**config.mk**
```make
export PLATFORM = sky130hd
export DESIGN_NAME = edge_setup
export DESIGN_NICKNAME = d
export VERILOG_FILES = /design/src/rtl/raster_pkg.sv /design/src/rtl/edge_setup.sv
export SDC_FILE = /design/constraint.sdc
export NUM_CORES = 2
export LEC_CHECK = 0
export BUFFER_PORTS_ARGS = -buffer_cell sky130_fd_sc_hd__buf_4
export CAP_MARGIN = 10
export CORE_MARGIN = 2
export CORE_UTILIZATION = 29
export DETAILED_ROUTE_END_ITERATION = 7
export HOLD_SLACK_MARGIN = 0.05
export SYNTH_ARGS = -nofsm -noshare
export SYNTH_HDL_FRONTEND = slang
export SYNTH_SLANG_ARGS = --single-unit
export TNS_END_PERCENT = 1
```
**constraint.sdc**
```tcl
create_clock -name clk -period 8.2 [get_ports clk]
set_input_delay 1.64 -clock clk [delete_from_list [all_inputs] [get_ports clk]]
set_output_delay 1.64 -clock clk [all_outputs]
set_load 0.03 [all_outputs]
```
**src/rtl/raster_pkg.sv**
```systemverilog
// ========================================
// Raster package
// Widths, edge coefficient and edge value
// types, and the controller state encoding
// for the single-tile rasterizer core.
// ========================================

package raster_pkg;

    // Signed edge coefficient width
    localparam int DATA_BITS = 16;

    // Unsigned pixel coordinate width
    localparam int DIM_BITS = 16;

    localparam int PID_BITS = 8;

    // Holds a*x + b*y + c without overflow
    localparam int EVAL_BITS = 34;

    typedef logic signed [DATA_BITS-1:0] coef_t;

    typedef logic signed [EVAL_BITS-1:0] eval_t;

    // One edge evaluates to a*x + b*y + c
    typedef struct packed {
        coef_t a;
        coef_t b;
        coef_t c;
    } edge_coef_t;

    // Three edges of a primitive
    typedef edge_coef_t [2:0] edge_coefs_t;

    // One edge function value per edge
    typedef eval_t [2:0] edge_vals_t;

    // Controller states
    typedef enum logic [1:0] {
        IDLE,
        SETUP,
        SCAN,
        FINISH
    } ctrl_state_t;

endpackage

```
**src/rtl/edge_setup.sv**
```systemverilog
// ========================================
// Edge setup
// Captures an accepted primitive and
// evaluates its three edge functions at
// the tile origin during the setup cycle.
// ========================================

`timescale 1ns/1ps

module edge_setup import raster_pkg::*; (
    input  logic                clk,
    input  logic                reset,

    input  logic                accept,
    input  logic                setup_en,

    input  logic [DIM_BITS-1:0] tile_x,
    input  logic [DIM_BITS-1:0] tile_y,
    input  edge_coefs_t         edges,
    input  logic [PID_BITS-1:0] pid,

    output edge_coefs_t         coefs,
    output edge_vals_t          origin_vals,
    output logic [DIM_BITS-1:0] origin_x,
    output logic [DIM_BITS-1:0] origin_y,
    output logic [PID_BITS-1:0] prim_pid
);

    edge_vals_t org_eval;
    eval_t      org_x;
    eval_t      org_y;

    // Coordinates are unsigned, zero extension keeps them positive
    assign org_x = EVAL_BITS'(origin_x);
    assign org_y = EVAL_BITS'(origin_y);

    always_comb begin
        for (int i = 0; i < 3; i++) begin
            org_eval[i] = EVAL_BITS'(coefs[i].a) * org_x
                        + EVAL_BITS'(coefs[i].b) * org_y
                        + EVAL_BITS'(coefs[i].c);
        end
    end

    always_ff @(posedge clk) begin
        if (accept) begin
            coefs    <= edges;
            origin_x <= tile_x;
            origin_y <= tile_y;
            prim_pid <= pid;
        end
    end

    always_ff @(posedge clk) begin
        if (reset) begin
            origin_vals <= '0;
        end else if (setup_en) begin
            origin_vals <= org_eval;
        end
    end

endmodule

```
==> reports/results.ini <==
[clock_network]
htreeDepth=2
clk_pin_slew_ns=0.07
cts_sinks=286
cts_buffers=44
tritoncts=yes
clock-root-buffer=clkbuf_16
clockBufferDepth=3
clk_latency_ns=0.67

[setup_path]
cp_slowest_stage_delay_ns=0.77
end_kind=register
cpMostUsedCell=fa_1
path_class=register to register
cp-start-kind=register
path_max_fanout=17
crit_arrival_ns=8.46
cp_slowest_cell=edfxtp_1
cp.required_ns=8.70
crit_chain=buf_4 > nand2_1 > fa_1 > fa_1 > inv_1 > fa_1 > ha_1 > fa_1 > inv_1 > fa_1 > fa_1 > inv_1 > fa_1 > ha_1 > and3_2 > or3_1 > o211a_1 > o2111ai_1 > a31oi_2 > o2111ai_1 > nand2_1 > xnor2_4 > a211oi_1

[routing]
drt-initial-drc-count=2155
wl_per_cell_um=19.7
drc=0
first_pass_iters=6
drt-vias-per-instance=4.58
ant_nets=0
vias=46500
wl_um=200000

[floorplanning]
die_y_um=476
rows=173
initial_core_util_pct=29.1
io_pins=474
dieArea_um2=227000
die_x_um=476
coreArea_um2=222000

[synth]
syn_area_per_cell_um2=9.58
synth_top_area_share_pct=44.8
ys.flop_type=edfxtp_1
ys_seq_area_share_pct=11.7
synthCells=6753
syn-num-nets=9026
synth_largest_area_cell=fa_1
ys_async_sr_fraction_pct=0
synth_cell_types=78
synth_edf_count=184
synth-seq-cells=286
yosys_warnings=0
ys_top_cells_by_area=fa_1 (45%), ha_1 (12%), inv_1 (11%), edfxtp_1 (8.5%), and2_1 (6.7%)
synth_area_um2=64700

[outcome]
outcome=complete, no violations

[sta]
tightestPinTransition_ns=0.980
timing.fmax_ghz=0.126
finalHoldWorstSlack_ns=0.453
fin_tns_setup_ns=0
rsz0062_at_grt=false
hold_viol=0
maxSlewViolCount=0
clock_skew_ns=0.0317
min_period_ns=7.95
setup_viol=0
fin_crit_sh_pct=97.0
relSlewSlack_pct=34.7

[place]
io_buffers=473
routabilityCongestion=0.899
dp_hpwl_um=164000

[layout]
area_growth_syn_to_layout_pct=14.2
layout-drive-gt1-share_pct=10.1
fin_nets=9408

[grt]
globalRouteTotalUtil_pct=17.9
grt_start_max_net_pins=56
antenna_found_initial=20
grt_first_pass_wirelength_um=311000
overflow=0
grt_pass1_vias=52500

[hold_path]
hold_class=register to register

[flow_run]
cap_violations=0

[routing by layer]
layer  track usage (%)  vias to the layer above  share of wire, %
met5                 0                        -             0.013
met4              6.99                        4               4.3
met3              2.67                      386               5.6
met2              32.7                     1500                52
met1              20.9                    24200                38
li1                  -                    20400                 -
[synthesized netlist by cell type, types with 6 or more instances]
cell type  count
inv_1       1816
fa_1        1446
nand2_1      829
and2_1       689
ha_1         639
clkbuf_1     277
nor2_1       195
edfxtp_1     184
dfxtp_1      102
a21oi_1       78
xnor2_1       65
a21o_1        56
mux2i_1       55
o21ai_0       52
xor2_1        31
nand2b_1      23
nand3_1       20
a211oi_1      19
nand4_1       13
o21a_1        11
a31oi_1       10
nor3_1        10
buf_1          9
or3_1          9
o21bai_1       8
nor2b_1        6
o211ai_1       6
o21ai_1        6
o31ai_1        6
[area by class of cell]
type	count	area [µm²]
fillers	22900	148000
multi-input cells	4355	49200
flip-flops and latches	286	7570
inverters	1819	6830
repair buffers	629	5130
well taps	2975	3720
clock buffers	62	1260
clock inverters	18	184
diodes	4	10.0
[worst max-delay path, delay by kind of cell (launching register included)]
family | cells | cell delay (ns)
adder cells (fa/ha/maj) | 9 | 3.85
AO/OA/AOI/OAI | 5 | 1.24
AND/OR/NAND/NOR | 4 | 0.89
flip-flops | 1 | 0.77
buffers and inverters | 4 | 0.60
XOR/XNOR | 1 | 0.39
[kinds of logic after synthesis]
kind of cell | Yosys count | share of synthesized area, %
buf+inv | 2112 | 12.3
fa+ha+maj | 2085 | 57.1
simple gates | 1819 | 13.6
compound gates | 300 | 3.14
flops | 286 | 11.7
xor+xnor | 96 | 1.30
mux | 55 | 0.851
[per-stage QoR]
step | std cells | utilization [%] | setup slack, ns | instance area (µm²)
2_1_floorplan | 6753 | - | 0.696 | 64700
3_3_place_gp | 10100 | 32.6 | -0.216 | 72400
3_5_place_dp | 10100 | 32.6 | -0.255 | 72400
4_1_cts | 10100 | 33.2 | 0.0867 | 73800
5_1_grt | 10100 | 33.3 | 0.0381 | 73900
6_report | 10100 | 33.3 | 0.246 | 73900
[timing repair]
| item | 4_1_cts | 5_1_grt |
|---|---|---|
| setup buffers | 0 | 4 |
| resized for setup | 1 | 3 |
| endpoints found under the setup margin | 1 | 4 |
| hold buffers | 0 | 0 |
[flip-flops by register name, summed over array words and instances, names as in the netlist]
signal,count
origin_vals,102
origin_x,16
coefs,144
prim_pid,8
origin_y,16
[path summary, 6_finish.rpt]
path                         from               end  slack [ns]  depth (start not counted)
hold / removal    origin_vals[62]   origin_vals[62]        0.45                          2
hold reg to reg   origin_vals[62]   origin_vals[62]        0.45                          2
setup reg to reg      origin_x[1]  origin_vals[101]        0.25                         23
setup / recovery      origin_x[1]  origin_vals[101]        0.25                         23
[cell usage in the layout (no fill, tap or decap), types with 13 or more instances in the layout]
cell and n:
xnor2_1 64, dfxtp_1 102, nand2b_1 23, nand4_1 13, a21o_1 56, fa_1 1446, nand2_1 829, xor2_1 31
a21oi_1 78, clkbuf_16 47, a211oi_1 19, o21ai_0 51, nand3_1 20, edfxtp_1 184, nor2_1 194, buf_4 596
ha_1 639, buf_12 32, and2_1 689, mux2i_1 55, inv_1 1815
Power is left out: the tool's default activity adds up to more than one toggle a clock period on the data nets, which glitch-free logic cannot reach.
