File: src/rtl/raster_pkg.sv
// ========================================
// Raster package
// Widths, edge coefficient and edge value
// types, and the controller state encoding
// for the single-tile rasterizer core.
// ========================================

package raster_pkg;

    // Signed edge coefficient width
    localparam int DATA_BITS = 16;

    // Unsigned pixel coordinate width
    localparam int DIM_BITS = 16;

    localparam int PID_BITS = 8;

    // Holds a*x + b*y + c without overflow
    localparam int EVAL_BITS = 34;

    typedef logic signed [DATA_BITS-1:0] coef_t;

    typedef logic signed [EVAL_BITS-1:0] eval_t;

    // One edge evaluates to a*x + b*y + c
    typedef struct packed {
        coef_t a;
        coef_t b;
        coef_t c;
    } edge_coef_t;

    // Three edges of a primitive
    typedef edge_coef_t [2:0] edge_coefs_t;

    // One edge function value per edge
    typedef eval_t [2:0] edge_vals_t;

    // Controller states
    typedef enum logic [1:0] {
        IDLE,
        SETUP,
        SCAN,
        FINISH
    } ctrl_state_t;

endpackage

File: src/rtl/quad_eval.sv
// ========================================
// Quad evaluator
// Steps the origin edge values to the four
// pixels of the current quad, builds the
// coverage mask and registers the output.
// ========================================

`timescale 1ns/1ps

module quad_eval import raster_pkg::*; #(
    parameter int TILE_LOGSIZE = 3
) (
    input  logic                    clk,
    input  logic                    reset,

    input  logic                    scan_en,
    input  logic [TILE_LOGSIZE-1:0] quad_dx,
    input  logic [TILE_LOGSIZE-1:0] quad_dy,

    input  edge_coefs_t             coefs,
    input  edge_vals_t              origin_vals,
    input  logic [DIM_BITS-1:0]     origin_x,
    input  logic [DIM_BITS-1:0]     origin_y,
    input  logic [PID_BITS-1:0]     prim_pid,

    output logic                    quad_valid,
    output logic [DIM_BITS-1:0]     quad_x,
    output logic [DIM_BITS-1:0]     quad_y,
    output logic [3:0]              quad_mask,
    output logic [PID_BITS-1:0]     quad_pid
);

    logic [3:0] mask;

    // Pixel p sits at (dx + p%2, dy + p/2), matching the mask bit order
    always_comb begin
        eval_t pix_x;
        eval_t pix_y;
        eval_t val;
        logic  covered;

        for (int p = 0; p < 4; p++) begin
            pix_x   = EVAL_BITS'(quad_dx) + EVAL_BITS'(p % 2);
            pix_y   = EVAL_BITS'(quad_dy) + EVAL_BITS'(p / 2);
            covered = 1'b1;
            for (int i = 0; i < 3; i++) begin
                val = origin_vals[i]
                    + EVAL_BITS'(coefs[i].a) * pix_x
                    + EVAL_BITS'(coefs[i].b) * pix_y;
                // Inside when non-negative
                covered = covered && !val[EVAL_BITS-1];
            end
            mask[p] = covered;
        end
    end

    always_ff @(posedge clk) begin
        if (reset) begin
            quad_valid <= 1'b0;
        end else begin
            quad_valid <= scan_en && (mask != 4'b0000);
        end
    end

    always_ff @(posedge clk) begin
        if (scan_en) begin
            quad_x    <= origin_x + DIM_BITS'(quad_dx);
            quad_y    <= origin_y + DIM_BITS'(quad_dy);
            quad_mask <= mask;
            quad_pid  <= prim_pid;
        end
    end

endmodule

File: config.mk
export PLATFORM = sky130hd
export DESIGN_NAME = quad_eval
export DESIGN_NICKNAME = d
export VERILOG_FILES = /design/src/rtl/raster_pkg.sv /design/src/rtl/quad_eval.sv
export SDC_FILE = /design/constraint.sdc
export NUM_CORES = 2
export LEC_CHECK = 0
export BUFFER_PORTS_ARGS = -buffer_cell sky130_fd_sc_hd__buf_2
export CORE_MARGIN = 2
export CORE_UTILIZATION = 49
export CTS_BUF_LIST = sky130_fd_sc_hd__clkbuf_4 sky130_fd_sc_hd__clkbuf_8
export CTS_CLUSTER_DIAMETER = 100
export DETAILED_ROUTE_END_ITERATION = 12
export PLACE_DENSITY = 0.67
export SYNTH_ARGS = -nofsm -noshare
export SYNTH_HDL_FRONTEND = slang
export SYNTH_SLANG_ARGS = --single-unit
File: constraint.sdc
create_clock -name clk -period 12.4 [get_ports clk]
set_input_delay 1.86 -clock clk [delete_from_list [all_inputs] [get_ports clk]]
set_output_delay 1.86 -clock clk [all_outputs]
set_load 0.01 [all_outputs]
==> results.py <==
metrics = {
    "outcome": {
        "status": "finished clean",
    },
    "grt": {
        "grt_usage_pct": 23.30,
        "grt_pass1_vias": 35970,
        "grt_max_degree": 65,
        "grt_overflow_total": 0,
        "grt_pass1_wl_um": 180700,
        "antenna_found_initial": 31,
    },
    "synth": {
        "synth-seq-cells": 45,
        "synth_edf_count": 44,
        "avgSynthCellArea_um2": 8.218,
        "synth.yosys.warnings": 0,
        "synthesis.area_um2": 45160,
        "yosysSeqAreaShare_pct": 2.970,
        "netlist_instances": 5495,
        "ys.flop_type": "edfxtp_1",
        "yosysUniqueCellTypes": 77,
        "synthArstFlopShare_pct": 0,
        "syn_nets": 7268,
    },
    "floorplanning": {
        "core-area_um2": 91520,
        "rows": 111,
        "ios": 340,
        "die_w_um": 307.6,
        "dieArea_um2": 94600,
        "fp.dieH_um": 307.6,
        "start_util_pct": 49.34,
    },
    "cts": {
        "postCtsSetupRepairBufs": 0,
        "cts_buffers": 5,
        "hold_buffers": 0,
        "clk_pin_slew_worst_paths_ps": 150,
        "cts_root_buf": "clkbuf_8",
        "clock_path_buffers": 2,
        "cts.sinks": 45,
        "cts_resized": 0,
        "cts-htree-levels": 2,
        "cts_tree": "built",
    },
    "route": {
        "dr_total_vias": 36940,
        "drtIter0Drc": 1966,
        "first_pass_iters": 6,
        "drcViolationCount": 0,
        "routed_wl_um": 109400,
        "ant_nets": 0,
        "vias_per_cell": 5.325,
        "avgRoutedWirePerCell_um": 15.78,
    },
    "setup_path": {
        "cp-start-kind": "input port",
        "cp-end-kind": "flop",
        "crit_fanout": 33,
        "cp_common_cell": "a21oi_1",
        "cp_slowest_cell": "a2111oi_0",
        "worstPathArrival_ps": 11400,
        "max_stage_delay_ps": 620,
        "required_ps": 12670,
        "path_class": "in2reg",
    },
    "place": {
        "port_buffers": 291,
        "finalWeightedCongestion": 0.9152,
        "dpl.hpwl_um": 95300,
    },
    "sta": {
        "hold_viol": 0,
        "worstMarginPinSlew_ps": 1064,
        "rsz0062_at_grt": "false",
        "slew_viol_final": 0,
        "min_period_ps": 11130,
        "fmax_ghz": 0.08986,
        "slew_headroom_pct": 28.89,
        "tns_ps": 0,
        "period_share_pct": 89.74,
        "setup_viol": 0,
    },
    "cells_and_area": {
        "layout_commonest_cell": "inv_1",
        "fill_cells": 8816,
        "layout.area.seq_um2": 1341,
        "multiInputGateArea_um2": 39440,
        "nNetsFinal": 7507,
        "syn_to_final_growth_pct": 6.633,
        "drive_gt1_share_pct": 6.242,
        "final_cell_mix": "1105 x inv_1, 996 x ha_1, 480 x fa_1",
    },
    "power": {
        "peakVddDrop_v": 0.0001031,
        "finalPower_uw": 7950,
        "pwr_density_cell_nw_per_um2": 165.1,
        "p_leak_uw": 0.02650,
    },
    "job": {
        "maxCapViolations": 0,
    },
    "hold_path": {
        "hold_path.class": "in2reg",
    },
}
[cells in the mapped netlist (10+ instances only)]
library cell / instances / share of area, %
a2111oi_0: 10 / 0.19
a211oi_1: 42 / 0.70
a21boi_0: 23 / 0.38
a21o_1: 191 / 3.2
a21oi_1: 331 / 3.7
a31o_2: 11 / 0.21
a31oi_1: 17 / 0.24
a41o_1: 10 / 0.22
and2_1: 434 / 6.0
and3_1: 24 / 0.33
and4_1: 10 / 0.19
clkbuf_1: 72 / 0.60
edfxtp_1: 44 / 2.9
fa_1: 480 / 21
ha_1: 998 / 28
inv_1: 1105 / 9.2
nand2_1: 291 / 2.4
nand2b_1: 79 / 1.1
nand3_1: 57 / 0.63
nand4_1: 66 / 0.91
nor2_1: 202 / 1.7
nor2b_1: 124 / 1.7
nor3_1: 50 / 0.55
nor4_1: 13 / 0.18
o2111ai_1: 10 / 0.19
o211ai_1: 29 / 0.48
o21a_1: 42 / 0.70
o21ai_0: 190 / 2.1
o21bai_1: 53 / 0.88
o31a_1: 11 / 0.21
o31ai_1: 14 / 0.23
or3_1: 12 / 0.17
xnor2_1: 254 / 4.9
xor2_1: 87 / 1.7
[final cells by class]
type / instances / share of cell area (%)
tap: 1186 / 3.082
sequential: 45 / 2.786
antenna: 15 / 0.07795
multi-input combinational: 4266 / 81.90
clock inverter: 3 / 0.05197
inverter: 1105 / 8.614
clock buffer: 5 / 0.1429
timing repair buffer: 311 / 3.347
[flip-flops by register name, summed over array words and instances (netlist names)]
register    count
quad_valid      1
quad_x         16
quad_mask       4
quad_pid        8
quad_y         16
[kinds of logic after synthesis]
| group | count (synthesis) | synth area share [%] |
|---|---|---|
| AND/OR/NAND/NOR | 1388 | 16.35 |
| AO/OA/AOI/OAI | 1053 | 15.03 |
| multiplexers | 1 | 0.02217 |
| buffers and inverters | 1184 | 9.845 |
| flip-flops | 45 | 2.970 |
| XOR/XNOR | 346 | 6.850 |
| adder cells (fa/ha/maj) | 1478 | 48.93 |
[routing by layer]
layer	vias up	GRT usage [%]	routed length (µm)	share of wire (%)
met5	-	0	153	0.14
met2	581	39.86	51340	47
li1	18660	-	-	-
met1	17560	31.67	49920	46
met4	26	4.685	2333	2.1
met3	115	2.732	5678	5.2
[worst max-delay path: cells and delay by family]
kind / cells / cell delay [ps]
AO/OA/AOI/OAI: 20 / 4190
adder cells (fa/ha/maj): 6 / 2170
AND/OR/NAND/NOR: 7 / 1670
XOR/XNOR: 4 / 870
buffers and inverters: 3 / 630
[final timing paths]
path	start	endpoint	slack (ps)	cells after the start
setup / recovery	quad_dx[2]	quad_valid$_SDFF_PP0_	1270	40
hold / removal	prim_pid[0]	quad_pid[0]$_DFFE_PP_	1690	1
[power breakdown]
group,switching [µW],internal (µW)
sequential,9.51,200
combinational,4330,3290
clock,82.8,41.3
total,4420,3530
[metrics by stage]
step / std cells / utilization [%] / cell area (µm²) / hold WS (ps) / worst slack, ps
floorplan: 5495 / - / 45160 / 1959 / 2160
global placement: 6913 / 52.47 / 48020 / 2044 / 929.5
detailed placement: 6913 / 52.47 / 48020 / 2039 / 844.6
CTS: 6921 / 52.57 / 48110 / 1682 / 1238
global route: 6924 / 52.58 / 48120 / 1678 / 650.1
finish: 6936 / 52.61 / 48150 / 1691 / 1272
No activity file was read; power rests on OpenSTA's default activity.
