`config.mk`:
```
export PLATFORM = sky130hd
export DESIGN_NAME = quad_counter
export DESIGN_NICKNAME = d
export VERILOG_FILES = /design/src/rtl/quad_counter.sv
export SDC_FILE = /design/constraint.sdc
export NUM_CORES = 1
export LEC_CHECK = 0
export ABC_AREA = 1
export BUFFER_PORTS_ARGS = -buffer_cell sky130_fd_sc_hd__buf_2
export CAP_MARGIN = 20
export CORE_AREA = 2 2 39 41
export CTS_CLUSTER_SIZE = 28
export DETAILED_ROUTE_END_ITERATION = 8
export DIE_AREA = 0 0 41 43
export SLEW_MARGIN = 10
export SYNTH_ARGS = -nofsm -noshare
export SYNTH_HDL_FRONTEND = slang
export SYNTH_SLANG_ARGS = --single-unit
```
`constraint.sdc`:
```
create_clock -name clk -period 0.88 [get_ports clk]
set_input_delay 0.088 -clock clk [delete_from_list [all_inputs] [get_ports clk]]
set_output_delay 0.088 -clock clk [all_outputs]
set_load 0.005 [all_outputs]
```
`src/rtl/quad_counter.sv`:
```
// ========================================
// Quad counter
// Walks 2x2 quad offsets across the tile
// in row-major order, flags the last quad.
// ========================================

`timescale 1ns/1ps

module quad_counter #(
    parameter int TILE_LOGSIZE = 3
) (
    input  logic                    clk,
    input  logic                    reset,

    input  logic                    setup_en,
    input  logic                    scan_en,

    output logic [TILE_LOGSIZE-1:0] quad_dx,
    output logic [TILE_LOGSIZE-1:0] quad_dy,
    output logic                    last_quad
);

    // Offset of the last quad along either axis
    localparam logic [TILE_LOGSIZE-1:0] LAST_OFS = TILE_LOGSIZE'((1 << TILE_LOGSIZE) - 2);
    localparam logic [TILE_LOGSIZE-1:0] STEP     = TILE_LOGSIZE'(2);

    logic row_end;

    assign row_end   = (quad_dx == LAST_OFS);
    assign last_quad = row_end && (quad_dy == LAST_OFS);

    always_ff @(posedge clk) begin
        if (reset || setup_en) begin
            quad_dx <= '0;
            quad_dy <= '0;
        end else if (scan_en) begin
            if (row_end) begin
                quad_dx <= '0;
                quad_dy <= quad_dy + STEP;
            end else begin
                quad_dx <= quad_dx + STEP;
            end
        end
    end

endmodule

```
==> impl_metrics.toml, run 1 <==
[status]
status = "finished with violations"
violations = "negative setup slack"

[cts]
ctsLongestPathBuffers = 2
clk_pin_slew_ns = 0.04
cts_tree = "built"
cts_inserted_buffers = 3
root_buffer = "clkbuf_4"
clock-sinks = 4
insertion_delay_ns = 0.23
cts_hold_buf = 0
h-tree-depth = 1

[critical_path]
cpPeakStageDelay_ns = 0.33
rrSetupSlack_ns = -0.04
crit_chain = "ha_4, nand2_2, inv_2, buf_2"
cp.required_ns = 0.79
cp-start-kind = "flip-flop"
crit_path_max_fanout = 2
slowest_stage = "dfxtp_2"
r2r.worst_path.cells = 6
cp.arrival_ns = 0.91
path_class = "reg2out"
critPathTopFamily = "flip-flops"
cp-end-kind = "output pin"
regToRegEndpoint = "quad_dy[2]"
worst-path-buf-inv = 2
cp_num_cells = 4
rr_startpoint = "quad_dx[1]"

[logic_synthesis]
netlist_top_cells_area = "dfxtp_1 35%, nand2_1 13%, ha_1 11%, nor2_1 8.3%, buf_4 6.6%"
post-synth-top-count-cell = "nand2_1"
yosysTopAreaCellShare_pct = 35.36
syn_inst = 32
synth.largest_area_cell = "dfxtp_1"
async_flop_share_pct = 0
synth_edf_count = 0
synth-seq-cells = 4
synthFlopType = "dfxtp_1"
postSynthAreaPerCell_um2 = 7.077
synth_cell_types = 13
yosys_warnings = 0
yosysSeqAreaShare_pct = 35.36
netlist_area_um2 = 226.5
synth_commonest_cells = "8 x nand2_1, 5 x nor2_1, 4 x dfxtp_1, 4 x inv_1"

[place]
numPortBuffers = 8
place_ws_ns = -0.009688
dp_hpwl_um = 350.4
placed_area_um2 = 297.8
gp_congestion = 0.7074

[floorplanning]
die_x_um = 41
initial_utilization_pct = 16.37
num_rows = 14
die_y_um = 43
core_um2 = 1384
ioPinCount = 11
die_area_um2 = 1763

[sta]
grt_setup_unrepaired = "true"
finalSetupTns_ns = -0.3708
finClkSkew_ns = 0.003111
hold_violations = 0
min_period_over_period_pct = 113.7
setup_violations = 8
report.final.slew_viol_count = 0
setup_ws_ns = -0.1208
max_freq_ghz = 0.9992
fin_crit_ns = 1.001

[global_route]
grt_max_degree = 7
grt_use_total_pct = 5.918
first_global_vias = 196
antenna_found_initial = 0
grt_pass1_wl_um = 669
gr-total-overflow = 0

[pwr]
p_per_area_nw_per_um2 = 1147
power_leakage_uw = 0.0002174
power_frac_comb_pct = 12.7
sw_frac_of_total_pct = 22.45
power_frac_clock_pct = 47.2
peakVddDrop_uv = 396.4
pwr-share-seq_pct = 40.0
p_int_uw = 371.8
switching_power_uw = 107.6

[drt]
first_pass_iters = 1
via_per_inst = 3.600
vias = 234
drt_iter0_drc = 0
drt-wirelength-per-cell_um = 7.585
ant_nets = 0
wirelength_um = 493
route.detailed.drc = 0

[final_layout]
syn2layout_area_growth_pct = 84.53
nNetsFinal = 57
drive_gt1_share_pct = 61.22
fillCellCount = 153
antenna_cells = 0
design_area_um2 = 417.9

[worst_hold_path]
worst_hold_path.endpoint = "quad_dy[2]"
hold_start = "reset"
hold_class = "in2reg"
hold_depth = 4

[job]
maxCapViolCount = 0
-- worst max-delay path by stage --
| stage | slack, ns | from | to |
|---|---|---|---|
| after floorplan | -0.002 | quad_dx[1] | quad_dy[2] |
| after global placement | 0.005 | quad_dx[2] | quad_dy[2] |
| after detailed placement | -0.01 | quad_dx[1] | quad_dy[2] |
| after CTS | -0.13 | quad_dx[2] | last_quad |
| after global routing | -0.15 | quad_dy[2] | last_quad |
| final | -0.12 | quad_dy[2] | last_quad |
-- per-stage QoR --
stage | total power (uW) | hold WS, ns | cells | utilization (%)
floorplan | 221.1 | 0.2229 | 33 | -
global placement | 239.5 | 0.3646 | 58 | 21.52
detailed placement | 240.7 | 0.3700 | 58 | 21.52
CTS | 480.2 | 0.1132 | 62 | 26.13
global route | 512.1 | 0.1300 | 65 | 30.20
finish | 479.4 | 0.1177 | 65 | 30.20
-- routing by layer --
layer  share of wire (%)  global-route usage (%)  vias to the layer above
li1                    -                       -                      127
met4                   0                   4.000                        0
met3                 7.5                   4.712                        0
met1                  39                   6.731                       99
met5                   0                       0                        -
met2                  54                   7.187                        8
-- cell usage in the layout (no fill, tap or decap) --
| cell | instances |
|---|---|
| nor2_4 | 1 |
| o21ai_1 | 1 |
| nand2_2 | 1 |
| nand2_1 | 7 |
| buf_4 | 5 |
| conb_1 | 2 |
| dfxtp_2 | 4 |
| inv_2 | 1 |
| nor2_2 | 1 |
| nor2_1 | 5 |
| nand3_1 | 1 |
| ha_4 | 2 |
| clkbuf_4 | 3 |
| buf_2 | 5 |
| nand2_4 | 1 |
| inv_1 | 3 |
| a21oi_2 | 1 |
| buf_6 | 5 |
-- timing repair --
action | CTS | global route
endpoints found under the setup margin | 5 | 7
resized for setup | 10 | 8
setup buffers | 1 | 4
pin swaps | 2 | 2
-- cell type report --
cell class	instances	area [um2]	share of cell area, %
multi-input combinational	23	156.4	37.43
timing repair buffer	15	118.9	28.44
sequential	4	85.08	20.36
clock buffer	3	22.52	5.389
tap	16	20.02	4.790
inverter	4	15.01	3.593
-- worst register-to-register path, delay by kind of cell, from the launching register on --
| family | cells | cell delay, ns |
|---|---|---|
| adders and majority gates | 1 | 0.16 |
| buffers and inverters | 1 | 0.14 |
| DFF | 1 | 0.33 |
| and+or+nand+nor | 4 | 0.19 |
-- sequential cells by signal (all words and copies together), names as in the netlist --
| register | flops |
|---|---|
| quad_dy | 2 |
| quad_dx | 2 |
-- power groups by stage --
stage / logic, uW / registers, uW / clock network, uW
3_5_place_dp: 49.0 / 192 / 0
6_report: 61.1 / 192 / 226
2_1_floorplan: 27.8 / 193 / 0
5_1_grt: 68.0 / 192 / 252
4_1_cts: 52.0 / 192 / 236
3_3_place_gp: 47.9 / 192 / 0
-- kinds of logic after synthesis --
kind of cell    synth area share (%)
compound gates                 4.416
fa+ha+maj                      11.05
buf+inv                        13.26
flops                          35.36
other cells                    1.656
simple gates                   34.26
Note: power is estimated with default switching activity, not from simulation.
==> run 2: changes to the inputs <==
CELL_PAD_IN_SITES_DETAIL_PLACEMENT = 0   (was default)
CELL_PAD_IN_SITES_GLOBAL_PLACEMENT = 1   (was default)
PLACE_DENSITY_LB_ADDON = 0.1   (was default)
==> run 2 against run 1 <==
Count of clock-buffer cells in the layout unchanged. Critical path type unchanged. Worst setup slack improved by 0.0098 ns. Flip-flop and latch count is the same. Register-to-register slack barely moved. Via count down 3.8%. Critical path depth did not move. Combinational power fell by 5.6%. Core utilization decreased by 1.2 points. The run still ends with negative setup slack left. Total power rose by 1.4%.
==> impl_metrics.toml, run 2 (synthesis gave the netlist of run 1 again) <==
[status]
status = "finished with violations"
violations = "negative setup slack"

[pwr]
p_per_area_nw_per_um2 = 1210
peakVddDrop_uv = 591.9
finalPower_uw = 486.0
power_leakage_uw = 0.0002064

[final_layout]
final_cell_count_no_fill = 63
multiInputGateArea_um2 = 162.7
top_regs = "quad_dx (2), quad_dy (2)"
syn2layout_area_growth_pct = 77.35
final_common_cell = "nand2_1"
fillCellCount = 156
drive_gt1_share_pct = 63.83
final_cell_mix = "6 x nand2_1, 5 x nor2_1, 5 x buf_2, 5 x buf_4, 4 x dfxtp_2"
seq_area_um2 = 85.08
nNetsFinal = 55
antenna_cells = 0

[floorplanning]
initial_utilization_pct = 16.37
core_um2 = 1384
die_y_um = 43
die_x_um = 41
die_area_um2 = 1763
ioPinCount = 11
num_rows = 14

[worst_hold_path]
hold_class = "in2reg"
hold_start = "reset"

[drt]
vias = 225
drt_iter0_drc = 0
via_per_inst = 3.571
met1_length_um = 223
wl_met3_um = 35
first_pass_iters = 1
topRoutingLayerUsed = "met4"
route.detailed.drc = 0
drt-wirelength-per-cell_um = 7.508
wl_met2_um = 204
wirelength_um = 473
ant_nets = 0

[sta]
hold_ws_ns = 0.1125
min_period_over_period_pct = 112.6
finClkSkew_ns = 0.0001769
max_freq_ghz = 1.009
setup_violations = 7
fin_crit_ns = 0.9911
setup_ws_ns = -0.1111
hold_violations = 0
grt_setup_unrepaired = "true"
report.final.slew_viol_count = 0

[global_route]
gr-total-overflow = 0
grt_pass1_wl_um = 703
grt_max_degree = 7
antenna_found_initial = 0
grt_use_total_pct = 6.807
first_global_vias = 188

[job]
maxCapViolCount = 0

[critical_path]
cp-end-kind = "output pin"
rrSetupSlack_ns = -0.04
slowest_stage = "dfxtp_2"
crit_chain = "ha_4, nand2_2, inv_2, buf_6"
rr_startpoint = "quad_dx[1]"
cp.arrival_ns = 0.90
worst-path-buf-inv = 2
crit_start = "quad_dy[1]"
cp.required_ns = 0.79
cpPeakStageDelay_ns = 0.33
crit_path_max_fanout = 2
critPathTopFamily = "flip-flops"
path_class = "reg2out"
cp-start-kind = "flip-flop"

[place]
numPortBuffers = 8
gp_congestion = 0.5790
dp_hpwl_um = 380.9
place_inst = 58
place_ws_ns = -0.01709

[cts]
cts_inserted_buffers = 3
ctsLongestPathBuffers = 2
root_buffer = "clkbuf_4"
clk_pin_slew_ns = 0.04
insertion_delay_ns = 0.24
h-tree-depth = 1
cts_tree = "built"
clock-sinks = 4
-- run 2: cell types whose count changed in the layout (fill, tap and decap cells not counted) --
cell | before | now
nand2_1 | 7 | 6
o21ai_2 | 0 | 1
buf_6 | 5 | 3
o21ai_1 | 1 | 0
nand2_2 | 1 | 2
-- run 2: final cells by class --
type / count / area share [%]
inverters: 4 / 3.738
well taps: 16 / 4.984
clock buffers: 3 / 5.607
flip-flops and latches: 4 / 21.18
multi-input cells: 23 / 40.50
repair buffers: 13 / 23.99
-- run 2: stage by stage --
step | util [%] | TNS, ns | area (um2)
after floorplan | - | -0.002215 | 230.2
after CTS | 26.40 | -0.2945 | 365.4
final | 29.02 | -0.2269 | 401.6
after global placement | 21.52 | -0.03762 | 297.8
after detailed placement | 21.52 | -0.01709 | 297.8
after global routing | 29.02 | -0.4578 | 401.6
-- run 2: layer usage --
layer  up-vias  GRT usage, %
met2         8         7.813
met5         -             0
met3         2         3.141
met1        93         7.006
li1        122             -
met4         0         10.00
-- run 2: tightest hold or removal path: stages --
cell and delay [ns]:
buf_2 0.10, nor2_4 0.05, o21ai_2 0.04, nor2_1 0.03
-- run 2: power by group --
part	internal [uW]	switching (uW)	total [uW]
logic	27.8	29.9	57.7
clock network	153	83.3	236
registers	187	4.43	192
total	368	118	486
-- run 2: worst paths after layout --
kind,to,cells after the start
worst min register to register,quad_dy[2],3
worst max-delay path,last_quad,4
worst min-delay path,quad_dx[2],4
worst max register to register,quad_dy[2],6
-- run 2: timing repair --
action / in CTS / in global routing
resized for setup: 11 / 6
pin swaps: 3 / 3
endpoints found under the setup margin: 7 / 8
hold buffers: 0 / 0
setup buffers: 1 / 1
hold endpoints to repair: 0 / 0
