===== src/rtl/raster_pkg.sv =====
// ========================================
// Raster package
// Widths, edge coefficient and edge value
// types, and the controller state encoding
// for the single-tile rasterizer core.
// ========================================

package raster_pkg;

    // Signed edge coefficient width
    localparam int DATA_BITS = 16;

    // Unsigned pixel coordinate width
    localparam int DIM_BITS = 16;

    localparam int PID_BITS = 8;

    // Holds a*x + b*y + c without overflow
    localparam int EVAL_BITS = 34;

    typedef logic signed [DATA_BITS-1:0] coef_t;

    typedef logic signed [EVAL_BITS-1:0] eval_t;

    // One edge evaluates to a*x + b*y + c
    typedef struct packed {
        coef_t a;
        coef_t b;
        coef_t c;
    } edge_coef_t;

    // Three edges of a primitive
    typedef edge_coef_t [2:0] edge_coefs_t;

    // One edge function value per edge
    typedef eval_t [2:0] edge_vals_t;

    // Controller states
    typedef enum logic [1:0] {
        IDLE,
        SETUP,
        SCAN,
        FINISH
    } ctrl_state_t;

endpackage


===== src/rtl/raster_ctrl.sv =====
// ========================================
// Raster controller
// Accepts a primitive while idle, runs one
// setup cycle, scans the tile quad by quad
// and raises done after the last output.
// ========================================

`timescale 1ns/1ps

module raster_ctrl import raster_pkg::*; (
    input  logic clk,
    input  logic reset,

    input  logic prim_valid,
    input  logic last_quad,

    output logic accept,
    output logic setup_en,
    output logic scan_en,
    output logic busy,
    output logic done
);

    ctrl_state_t state;

    // A strobe while busy is dropped
    assign accept = prim_valid && !busy;

    assign setup_en = (state == SETUP);
    assign scan_en  = (state == SCAN);

    // Done covers the slot after FINISH, so busy holds through it
    assign busy = (state != IDLE) || done;

    always_ff @(posedge clk) begin
        if (reset) begin
            state <= IDLE;
            done  <= 1'b0;
        end else begin
            // Lines up with the final quad output
            done <= (state == FINISH);

            case (state)
                IDLE: begin
                    if (accept) begin
                        state <= SETUP;
                    end
                end
                SETUP: begin
                    state <= SCAN;
                end
                SCAN: begin
                    if (last_quad) begin
                        state <= FINISH;
                    end
                end
                FINISH: begin
                    state <= IDLE;
                end
                default: begin
                    state <= IDLE;
                end
            endcase
        end
    end

endmodule


===== config.mk =====
export PLATFORM = sky130hd
export DESIGN_NAME = raster_ctrl
export DESIGN_NICKNAME = d
export VERILOG_FILES = /design/src/rtl/raster_pkg.sv /design/src/rtl/raster_ctrl.sv
export SDC_FILE = /design/constraint.sdc
export NUM_CORES = 1
export LEC_CHECK = 0
export ABC_AREA = 1
export BUFFER_PORTS_ARGS = -buffer_cell sky130_fd_sc_hd__buf_2
export CAP_MARGIN = 30
export CORE_AREA = 2 2 39 41
export DETAILED_ROUTE_END_ITERATION = 10
export DIE_AREA = 0 0 41 43
export PLACE_DENSITY_LB_ADDON = 0.12
export REMOVE_ABC_BUFFERS = 1
export SYNTH_ARGS = -nofsm -noshare
export SYNTH_HDL_FRONTEND = slang
export SYNTH_SLANG_ARGS = --single-unit

===== constraint.sdc =====
create_clock -name clk -period 2 [get_ports clk]
set_input_delay 0.4 -clock clk [delete_from_list [all_inputs] [get_ports clk]]
set_output_delay 0.4 -clock clk [all_outputs]
set_load 0.02 [all_outputs]

==> results.tsv, run 1 <==
metric	value	unit
num_rows	14	
power.density_cell_area	1420	nW/µm²
fp.dieH	43	µm
num_io_pins	9	
internal_power	0.241	mW
synth-seq-cells	3	
power_frac_seq	0.227	
post-dp-hpwl	345	µm
multi_input_logic_area	131	µm²
cts.sinks	3	
p_leak	0.173	nW
switchingPower	0.196	mW
fin_setup_tns	0	ns
finalSetupViolations	0	
startpoint_class_of_the_critical_path	register	
first_global_vias	181	
post_synth_instance_area	221	µm²
synth-warning-count	0	
post_synth_inst_count	30	
regArea	60.1	µm²
slew_worst_pin	0.156	ns
max_freq	0.619	GHz
required	1.60	ns
die_area	1760	µm²
layout-area-overhead-vs-synth	39.0	%
clk_transition_reported_paths	0.04	ns
yosysSeqAreaShare	0.271	
drt_iter0_markers	2	
timing.clock.skew	0.00106	ns
insertedDiodeCount	0	
top_library_cells_by_usage_in_the_layout_fill_and_taps_aside	8 x buf_2, 7 x inv_1, 5 x nand2_1, 5 x nor2_1, 5 x ha_1	
antenna_viol_nets_final	0	
finalMaxSlewViolations	0	
synth.top_cell.area_share	0.282	
synthesis.area_per_instance	7.38	µm²
groute.layer.met2.usage	0.0719	
final_min_period_over_clock_period	0.808	
maxSlewHeadroom	0.896	
postCtsSetupRepairBufs	0	
die-width	41	µm
met1_usage	0.0740	
clock_tree_from_tritoncts	built	
detail_route.wl_per_cell	6.84	µm
final_core_util	0.222	
critical_path.max_fanout	4	
gp_congestion	0.681	
grt_start_max_net_pins	5	
power.share.clock	0.236	
vias_per_cell	3.40	
post-synth-top-area-cell	ha_1	
core_area	1380	µm²
design_power_total	0.437	mW
grtUsageMet3	0.0314	
logic_pwr_share	0.537	
stdcell_area	308	µm²
remaining_drc_errors	0	
timing.final.crit_period	1.62	ns
end_kind	output pin	
start_util	0.160	
ctsRootBufferMaster	clkbuf_4	
grt_setup_unrepaired	false	
cts_hold_repair.buffers	0	
post_route_cells_drive_above_1_share	0.310	
cts_buffer_depth	2	
routed-via-count	197	
grt_first_pass_wirelength	676	µm
grtUsageTotal	0.0612	
tritoncts.num_buffers	3	
buffer_ports.inserted	8	
cell_area_placed	282	µm²
worst_hold_slack	0.339	ns
irDropWorstVdd	295	µV
clk_latency	0.23	ns
hold_path_class	input port to register	
timing.setup.critical_path_class	register to output pin	
busiest_layer_in_global_routing	met1	
globalRoute.totalOverflow	0	
final_hold_viol_count	0	
cp.arrival	1.22	ns
fillerInstances	161	
drt_first_pass_iters	2	
max_cap_check_violation_count	0	
cts_repair_resizes	0	
power.share.switching	0.448	
drt-total-wl	397	µm
post_synth_main_area_contributors	ha_1 28%, dfxtp_1 27%, inv_1 12%, nand2_1 8.5%, nor2_1 8.5%	
design.final.nets	52	
run_status	finished, final reports clean	
final_common_cell	buf_2	
htree_num_levels	1	
yosysUniqueCellTypes	9	
grt_antenna_before_repair	0	
## per-stage QoR
step | worst slack [ns] | std cells
6_report | 0.384 | 58
5_1_grt | 0.279 | 58
4_1_cts | 0.359 | 58
3_5_place_dp | 0.611 | 54
3_3_place_gp | 0.638 | 54
2_1_floorplan | 0.484 | 30
## routing by layer
layer  vias to the layer above  wire (µm)
met5                         -          0
met4                         0          0
met3                         0         24
met2                         5        181
met1                        80        190
li1                        112          -
## worst max-delay path, stage by stage (launching register included)
cell and delay [ns]:
dfxtp_1 0.37, inv_1 0.09, ha_1 0.24, nand2_1 0.10
nor2_1 0.04, buf_2 0.15
## registers in the layout (all words and copies together), names as in the netlist
name and cells:
done 1, state 2
## cells by family after synthesis
group                      count (synthesis)  synth area share
and+or+nand+nor                           11             0.192
buffers and inverters                      8             0.136
adders and majority gates                  5             0.282
AOI/OAI and AO/OA                          3             0.119
DFF                                        3             0.271
## path summary, 6_finish.rpt
path	start	to	slack, ns	cells past startpoint
worst max-delay path	state[0]	accept	0.38	5
worst min-delay path	reset	done	0.34	2
worst max register to register	state[0]	state[1]	0.89	6
worst min register to register	state[0]	state[0]	0.54	2
## cell usage after synthesis (all sizes together)
cell / instances
ha: 5
inv: 8
o21ai: 1
nand2: 5
nand3: 1
dfxtp: 3
nor2: 5
a21oi: 2
## power groups by stage
| stage | Combinational [mW] | Sequential, mW | Clock (mW) |
|---|---|---|---|
| 2_1_floorplan | 0.181 | 0.0996 | 0 |
| 3_3_place_gp | 0.240 | 0.0999 | 0 |
| 3_5_place_dp | 0.239 | 0.101 | 0 |
| 4_1_cts | 0.240 | 0.100 | 0.111 |
| 5_1_grt | 0.273 | 0.102 | 0.117 |
| 6_report | 0.235 | 0.0994 | 0.103 |
## layout make-up
cell class / instances / share of cell area
clock buffer: 4 / 0.0854
inverter: 8 / 0.0976
multi-input combinational: 19 / 0.427
sequential: 3 / 0.195
tap: 16 / 0.0650
timing repair buffer: 8 / 0.130
(Power assumes the default switching activity.)
==> run 2: changes to the inputs <==
==> constraint.sdc (replaced) <==
create_clock -name clk -period 1.37 [get_ports clk]
set_input_delay 0.274 -clock clk [delete_from_list [all_inputs] [get_ports clk]]
set_output_delay 0.274 -clock clk [all_outputs]
set_load 0.02 [all_outputs]
==> run 2 against run 1 <==
Utilization up 5.5 points; worst hold slack got worse by 0.13 ns; wire length grew 37%; worst setup slack worse by 0.35 ns; sequential power up 55%; sequential share of layout area shrank 2.6 points; cell area grew 25%; combinational power is 130% higher; critical path type unchanged.
==> results.tsv, run 2 (synthesized netlist as in run 1, its figures left out) <==
metric	value	unit	change
power.share.clock	0.180		-0.056
cts_hold_repair.buffers	0		unchanged
post_route_cells_drive_above_1_share	0.542		+0.232
ctsRootBufferMaster	clkbuf_4		
final_common_cell	buf_2		
htree_num_levels	1		unchanged
timing.clock.skew	0.000539	ns	-0.000518 ns
vias_per_cell	3.69		+8.6%
clk_latency	0.23	ns	about the same
top_register	state		
timing.final.crit_period	1.34	ns	
grt_first_pass_wirelength	959	µm	+42%
critical_path_buf_inv_count	2		unchanged
drt-total-wl	543	µm	+37%
fillerInstances	149		-7.5%
antenna_viol_nets_final	0		unchanged
buffer_ports.inserted	8		unchanged
switchingPower	0.349	mW	+78%
max_freq	0.748	GHz	
detail_route.wl_per_cell	8.48	µm	+24%
tritoncts.num_buffers	3		unchanged
run_status	finished, final reports clean		
grt_antenna_before_repair	0		unchanged
power.density_cell_area	2180	nW/µm²	+53%
cts.sinks	3		unchanged
worst_hold_slack	0.208	ns	-0.131 ns
crit_family	flip-flops		
worst_path_cell_trace	inv_4, ha_4, nand2_2, nor2_2, buf_6		
die-width	41	µm	unchanged
final_core_util	0.278		+0.0552
insertedDiodeCount	0		unchanged
power.share.switching	0.417		-0.0318
gp_congestion	0.642		-5.7%
startpoint_class_of_the_critical_path	register		
cts_buffer_depth	2		unchanged
clk_transition_reported_paths	0.03	ns	about the same
largest_register_ffs	2		unchanged
die_area	1760	µm²	unchanged
post-dp-hpwl	371	µm	+7.7%
required	1.10	ns	-0.50 ns
routed-via-count	236		+20%
hold_path_class	input port to register		
largest_registers	state (2), done (1)		
design.final.nets	58		+12%
start_util	0.160		unchanged
cp.arrival	1.06	ns	-0.16 ns
grtUsageTotal	0.0853		+0.0240
max_cap_check_violation_count	0		unchanged
finalSetupViolations	0		unchanged
critical_path.max_fanout	3		-1
fp.dieH	43	µm	unchanged
p_leak	0.205	nW	+18%
stdcell_area	384	µm²	+25%
clock_tree_from_tritoncts	built		
timing.critical_path.slowest_stage_cell	dfxtp_4		
final_hold_viol_count	0		unchanged
top_library_cells_by_usage_in_the_layout_fill_and_taps_aside	7 x buf_2, 6 x buf_4, 5 x inv_1		
maxSlewHeadroom	0.897		+0.00131
num_io_pins	9		unchanged
irDropWorstVdd	587	µV	+99%
power_frac_seq	0.184		-0.043
core_area	1380	µm²	unchanged
grt_start_max_net_pins	5		unchanged
slew_worst_pin	0.154	ns	-0.00233 ns
final_min_period_over_clock_period	0.975		
drt_iter0_markers	0		-2
logic_pwr_share	0.636		+0.099
finalMaxSlewViolations	0		unchanged
drt_first_pass_iters	1		-1
cell_area_placed	282	µm²	unchanged
timing.setup.critical_path_class	register to output pin		
first_global_vias	238		+31%
remaining_drc_errors	0		unchanged
internal_power	0.489	mW	+100%
dp.cells	54		unchanged
grt_setup_unrepaired	true		
critical-path-max-stage-delay	0.34	ns	-0.03 ns
layout-area-overhead-vs-synth	73.4	%	
num_rows	14		unchanged
instances_no_fill	64		+10%
end_kind	output pin		
globalRoute.totalOverflow	0		unchanged
run 2: cell count changes in the layout (fill, tap and decap cells not counted), sizes merged:
cell / previous run / this run
buf: 8 / 14
run 2: power by group through the flow:
stage	Combinational (mW)	Clock (mW)	Sequential (mW)
final	0.533	0.151	0.154
after global routing	0.581	0.173	0.156
after CTS	0.502	0.160	0.153
after detailed placement	0.351	0	0.150
after global placement	0.347	0	0.149
after floorplan	0.264	0	0.145
run 2: path summary, 6_finish.rpt:
path | from | end | slack (ns) | cells past startpoint
setup reg to reg | state[0] | state[0] | 0.18 | 8
hold reg to reg | state[0] | state[0] | 0.62 | 3
hold / removal | reset | done | 0.21 | 2
setup / recovery | state[0] | accept | 0.03 | 5
run 2: repair_timing:
item,4_1_cts,5_1_grt
setup endpoints to repair,3,2
pin swaps,2,3
resized for setup,10,2
setup buffers,5,1
run 2: cell type report:
| type | count | area, µm² | area share |
|---|---|---|---|
| Sequential cell | 3 | 65.1 | 0.169 |
| Timing Repair Buffer | 14 | 91.3 | 0.238 |
| Clock buffer | 4 | 26.3 | 0.0684 |
| Multi-Input combinational cell | 19 | 149 | 0.388 |
| Tap cell | 16 | 20.0 | 0.0521 |
| Inverter | 8 | 32.5 | 0.0847 |
run 2: per-layer routing:
metal | global-route usage | part of all wire | vias up
met1 | 0.0865 | 0.42 | 105
li1 | - | - | 122
met2 | 0.122 | 0.47 | 7
met4 | 0.0800 | 0.031 | 0
met3 | 0.0366 | 0.077 | 2
met5 | 0 | 0 | -
run 2: through the flow:
stage / setup TNS, ns / power [mW] / worst slack [ns]
2_1_floorplan: -0.0196 / 0.409 / -0.0196
3_3_place_gp: 0 / 0.496 / 0.115
3_5_place_dp: 0 / 0.500 / 0.0869
4_1_cts: 0 / 0.815 / 0.00748
5_1_grt: -0.0255 / 0.910 / -0.0239
6_report: 0 / 0.838 / 0.0337
==> run 3: changes to the inputs <==
--- a/config.mk
+++ b/config.mk
@@ -11,6 +11,7 @@
 export CORE_AREA = 2 2 39 41
 export DETAILED_ROUTE_END_ITERATION = 10
 export DIE_AREA = 0 0 41 43
+export GPL_ROUTABILITY_DRIVEN = 0
 export PLACE_DENSITY_LB_ADDON = 0.12
 export REMOVE_ABC_BUFFERS = 1
 export SYNTH_ARGS = -nofsm -noshare
==> constraint.sdc (replaced) <==
create_clock -name clk -period 1.37 [get_ports clk]
set_input_delay 0.411 -clock clk [delete_from_list [all_inputs] [get_ports clk]]
set_output_delay 0.411 -clock clk [all_outputs]
set_load 0.02 [all_outputs]
==> run 3 against run 2 <==
The flow now finishes with violations (setup timing); via count fell by 6.4%; wire length rose by 1.5%; die area did not move; critical path type unchanged; power rose by 16%; cell count did not move; combinational power rose by 27%; flip-flop and latch count did not move; sequential power fell by 6%; worst setup slack got worse by 0.13 ns; cell area rose by 12%; critical endpoint is now busy.
==> results.tsv, run 3 (synthesized netlist as in run 1, its figures left out) <==
metric	value	unit	change
htree_num_levels	1		unchanged
layout-area-overhead-vs-synth	93.8	%	
irDropWorstVdd	478	µV	-19%
timing.final.crit_period	1.47	ns	+0.130 ns
cell_area_placed	312	µm²	+11%
design.final.nets	58		unchanged
first_global_vias	212		-11%
critical-path-max-stage-delay	0.32	ns	-0.02 ns
drt_first_pass_iters	3		+2
hold_path_depth	2		unchanged
clock_tree_from_tritoncts	built		
largest_registers	state (2), done (1)		
slew_worst_pin	0.159	ns	+0.00497 ns
vias_per_cell	3.45		-6.4%
critical_path_buf_inv_count	3		+1
largest_register_ffs	2		unchanged
globalRoute.totalOverflow	0		unchanged
holdPathEnd	done		
cts.sinks	3		unchanged
run_status	finished with violations		
final_hold_viol_count	0		unchanged
hold_path_class	input port to register		
ff2ff_setup_slack	0.32	ns	+0.14 ns
final_min_period_over_clock_period	1.07		+0.0950
end_kind	output pin		
finalSetupViolations	4		+4
core_area	1380	µm²	unchanged
finalMaxSlewViolations	0		unchanged
cp.arrival	1.06	ns	about the same
crit_family	flip-flops		
tritoncts.num_buffers	3		unchanged
clk_latency	0.23	ns	about the same
insertedDiodeCount	0		unchanged
dp.cells	58		+7.4%
grt_setup_unrepaired	true		
grt_start_max_net_pins	5		unchanged
timing.setup.critical_path_class	register to output pin		
grt_first_pass_wirelength	855	µm	-11%
die_area	1760	µm²	unchanged
worst_path_cell_trace	inv_4, ha_4, nand2_4, buf_6, buf_6		
max_freq	0.682	GHz	-8.9%
drt-total-wl	551	µm	+1.5%
remaining_drc_errors	0		unchanged
maxSlewHeadroom	0.894		-0.00307
final_core_util	0.310		+0.0325
timing.clock.skew	0.00122	ns	+0.000679 ns
pre_cts_ws	0.0758	ns	-0.0111 ns
fillerInstances	147		-1.3%
power.density_cell_area	2270	nW/µm²	+4.1%
post-dp-hpwl	385	µm	+3.8%
drt_iter0_markers	1		+1
ctsRootBufferMaster	clkbuf_4		
top_register	state		
worstHoldStart	reset		
die-width	41	µm	unchanged
crit_top_cell	buf_6		
grtUsageTotal	0.0812		-0.00401
start_util	0.160		unchanged
failed_checks	setup timing		
worstReg2RegEnd	state[1]		
clk_transition_reported_paths	0.04	ns	about the same
grt_antenna_before_repair	0		unchanged
routed-via-count	221		-6.4%
cts_buffer_depth	2		unchanged
fin_setup_tns	-0.264	ns	-0.264 ns
top_library_cells_by_usage_in_the_layout_fill_and_taps_aside	5 x inv_1, 5 x buf_6, 5 x buf_4		
num_io_pins	9		unchanged
num_rows	14		unchanged
startpoint_class_of_the_critical_path	register		
max_cap_check_violation_count	0		unchanged
detail_route.wl_per_cell	8.61	µm	+1.5%
instances_no_fill	64		unchanged
timing.critical_path.slowest_stage_cell	dfxtp_2		
critical_path.max_fanout	3		unchanged
required	0.96	ns	-0.14 ns
fp.dieH	43	µm	unchanged
p_leak	0.211	nW	+2.9%
stdcell_area	429	µm²	+12%
post_route_cells_drive_above_1_share	0.583		+0.0417
worstRegToRegCells	7		-1
buffer_ports.inserted	8		unchanged
fin_ws	-0.0965	ns	-0.130 ns
antenna_viol_nets_final	0		unchanged
rr_startpoint	state[0]		
-- run 3: cell counts in the layout (fill, tap and decap cells not counted) --
No cell type changed its count.
-- run 3: cell type report --
type	instances	area [µm²]	area share
flip-flops and latches	3	62.6	0.146
repair buffers	14	114	0.265
inverters	8	32.5	0.0758
well taps	16	20.0	0.0466
clock buffers	4	26.3	0.0612
multi-input cells	19	174	0.405
-- run 3: worst reg2reg max path, cell delays in order, from the launching register on --
cell and delay, ns:
dfxtp_2 0.34, inv_4 0.05, ha_4 0.17, buf_4 0.14
o21ai_4 0.06, nand3_1 0.09, nand2_1 0.06, nor2_1 0.04
-- run 3: through the flow --
stage	power [mW]	hold WS, ns
after floorplan	0.409	0.482
after global routing	1.06	0.338
after CTS	0.856	0.337
after global placement	0.571	0.585
after detailed placement	0.568	0.585
final	0.974	0.347
-- run 3: routing by layer --
metal	part of all wire	wire length, µm	GRT usage	vias up
met3	0.062	34	0.0366	0
met2	0.55	302	0.109	5
li1	-	-	-	123
met1	0.39	214	0.0769	93
met5	0	0	0	-
met4	0	0	0.100	0
-- run 3: how the worst max path moves through the flow --
stage          endpoint  startpoint  cells after the start
2_1_floorplan    accept    state[0]                      4
3_3_place_gp     accept    state[0]                      5
3_5_place_dp     accept    state[0]                      5
4_1_cts          accept    state[1]                      5
5_1_grt            busy    state[1]                      5
6_report           busy    state[0]                      5
-- run 3: what timing repair did --
action,in CTS,in global routing
pin swaps,1,3
resized for setup,14,9
setup buffers,1,1
endpoints found under the setup margin,4,4
hold buffers,0,0
-- run 3: where the power goes --
group          internal (mW)  switching, mW
clock                  0.109         0.0438
combinational          0.354          0.323
sequential             0.121         0.0228
total                  0.584          0.390
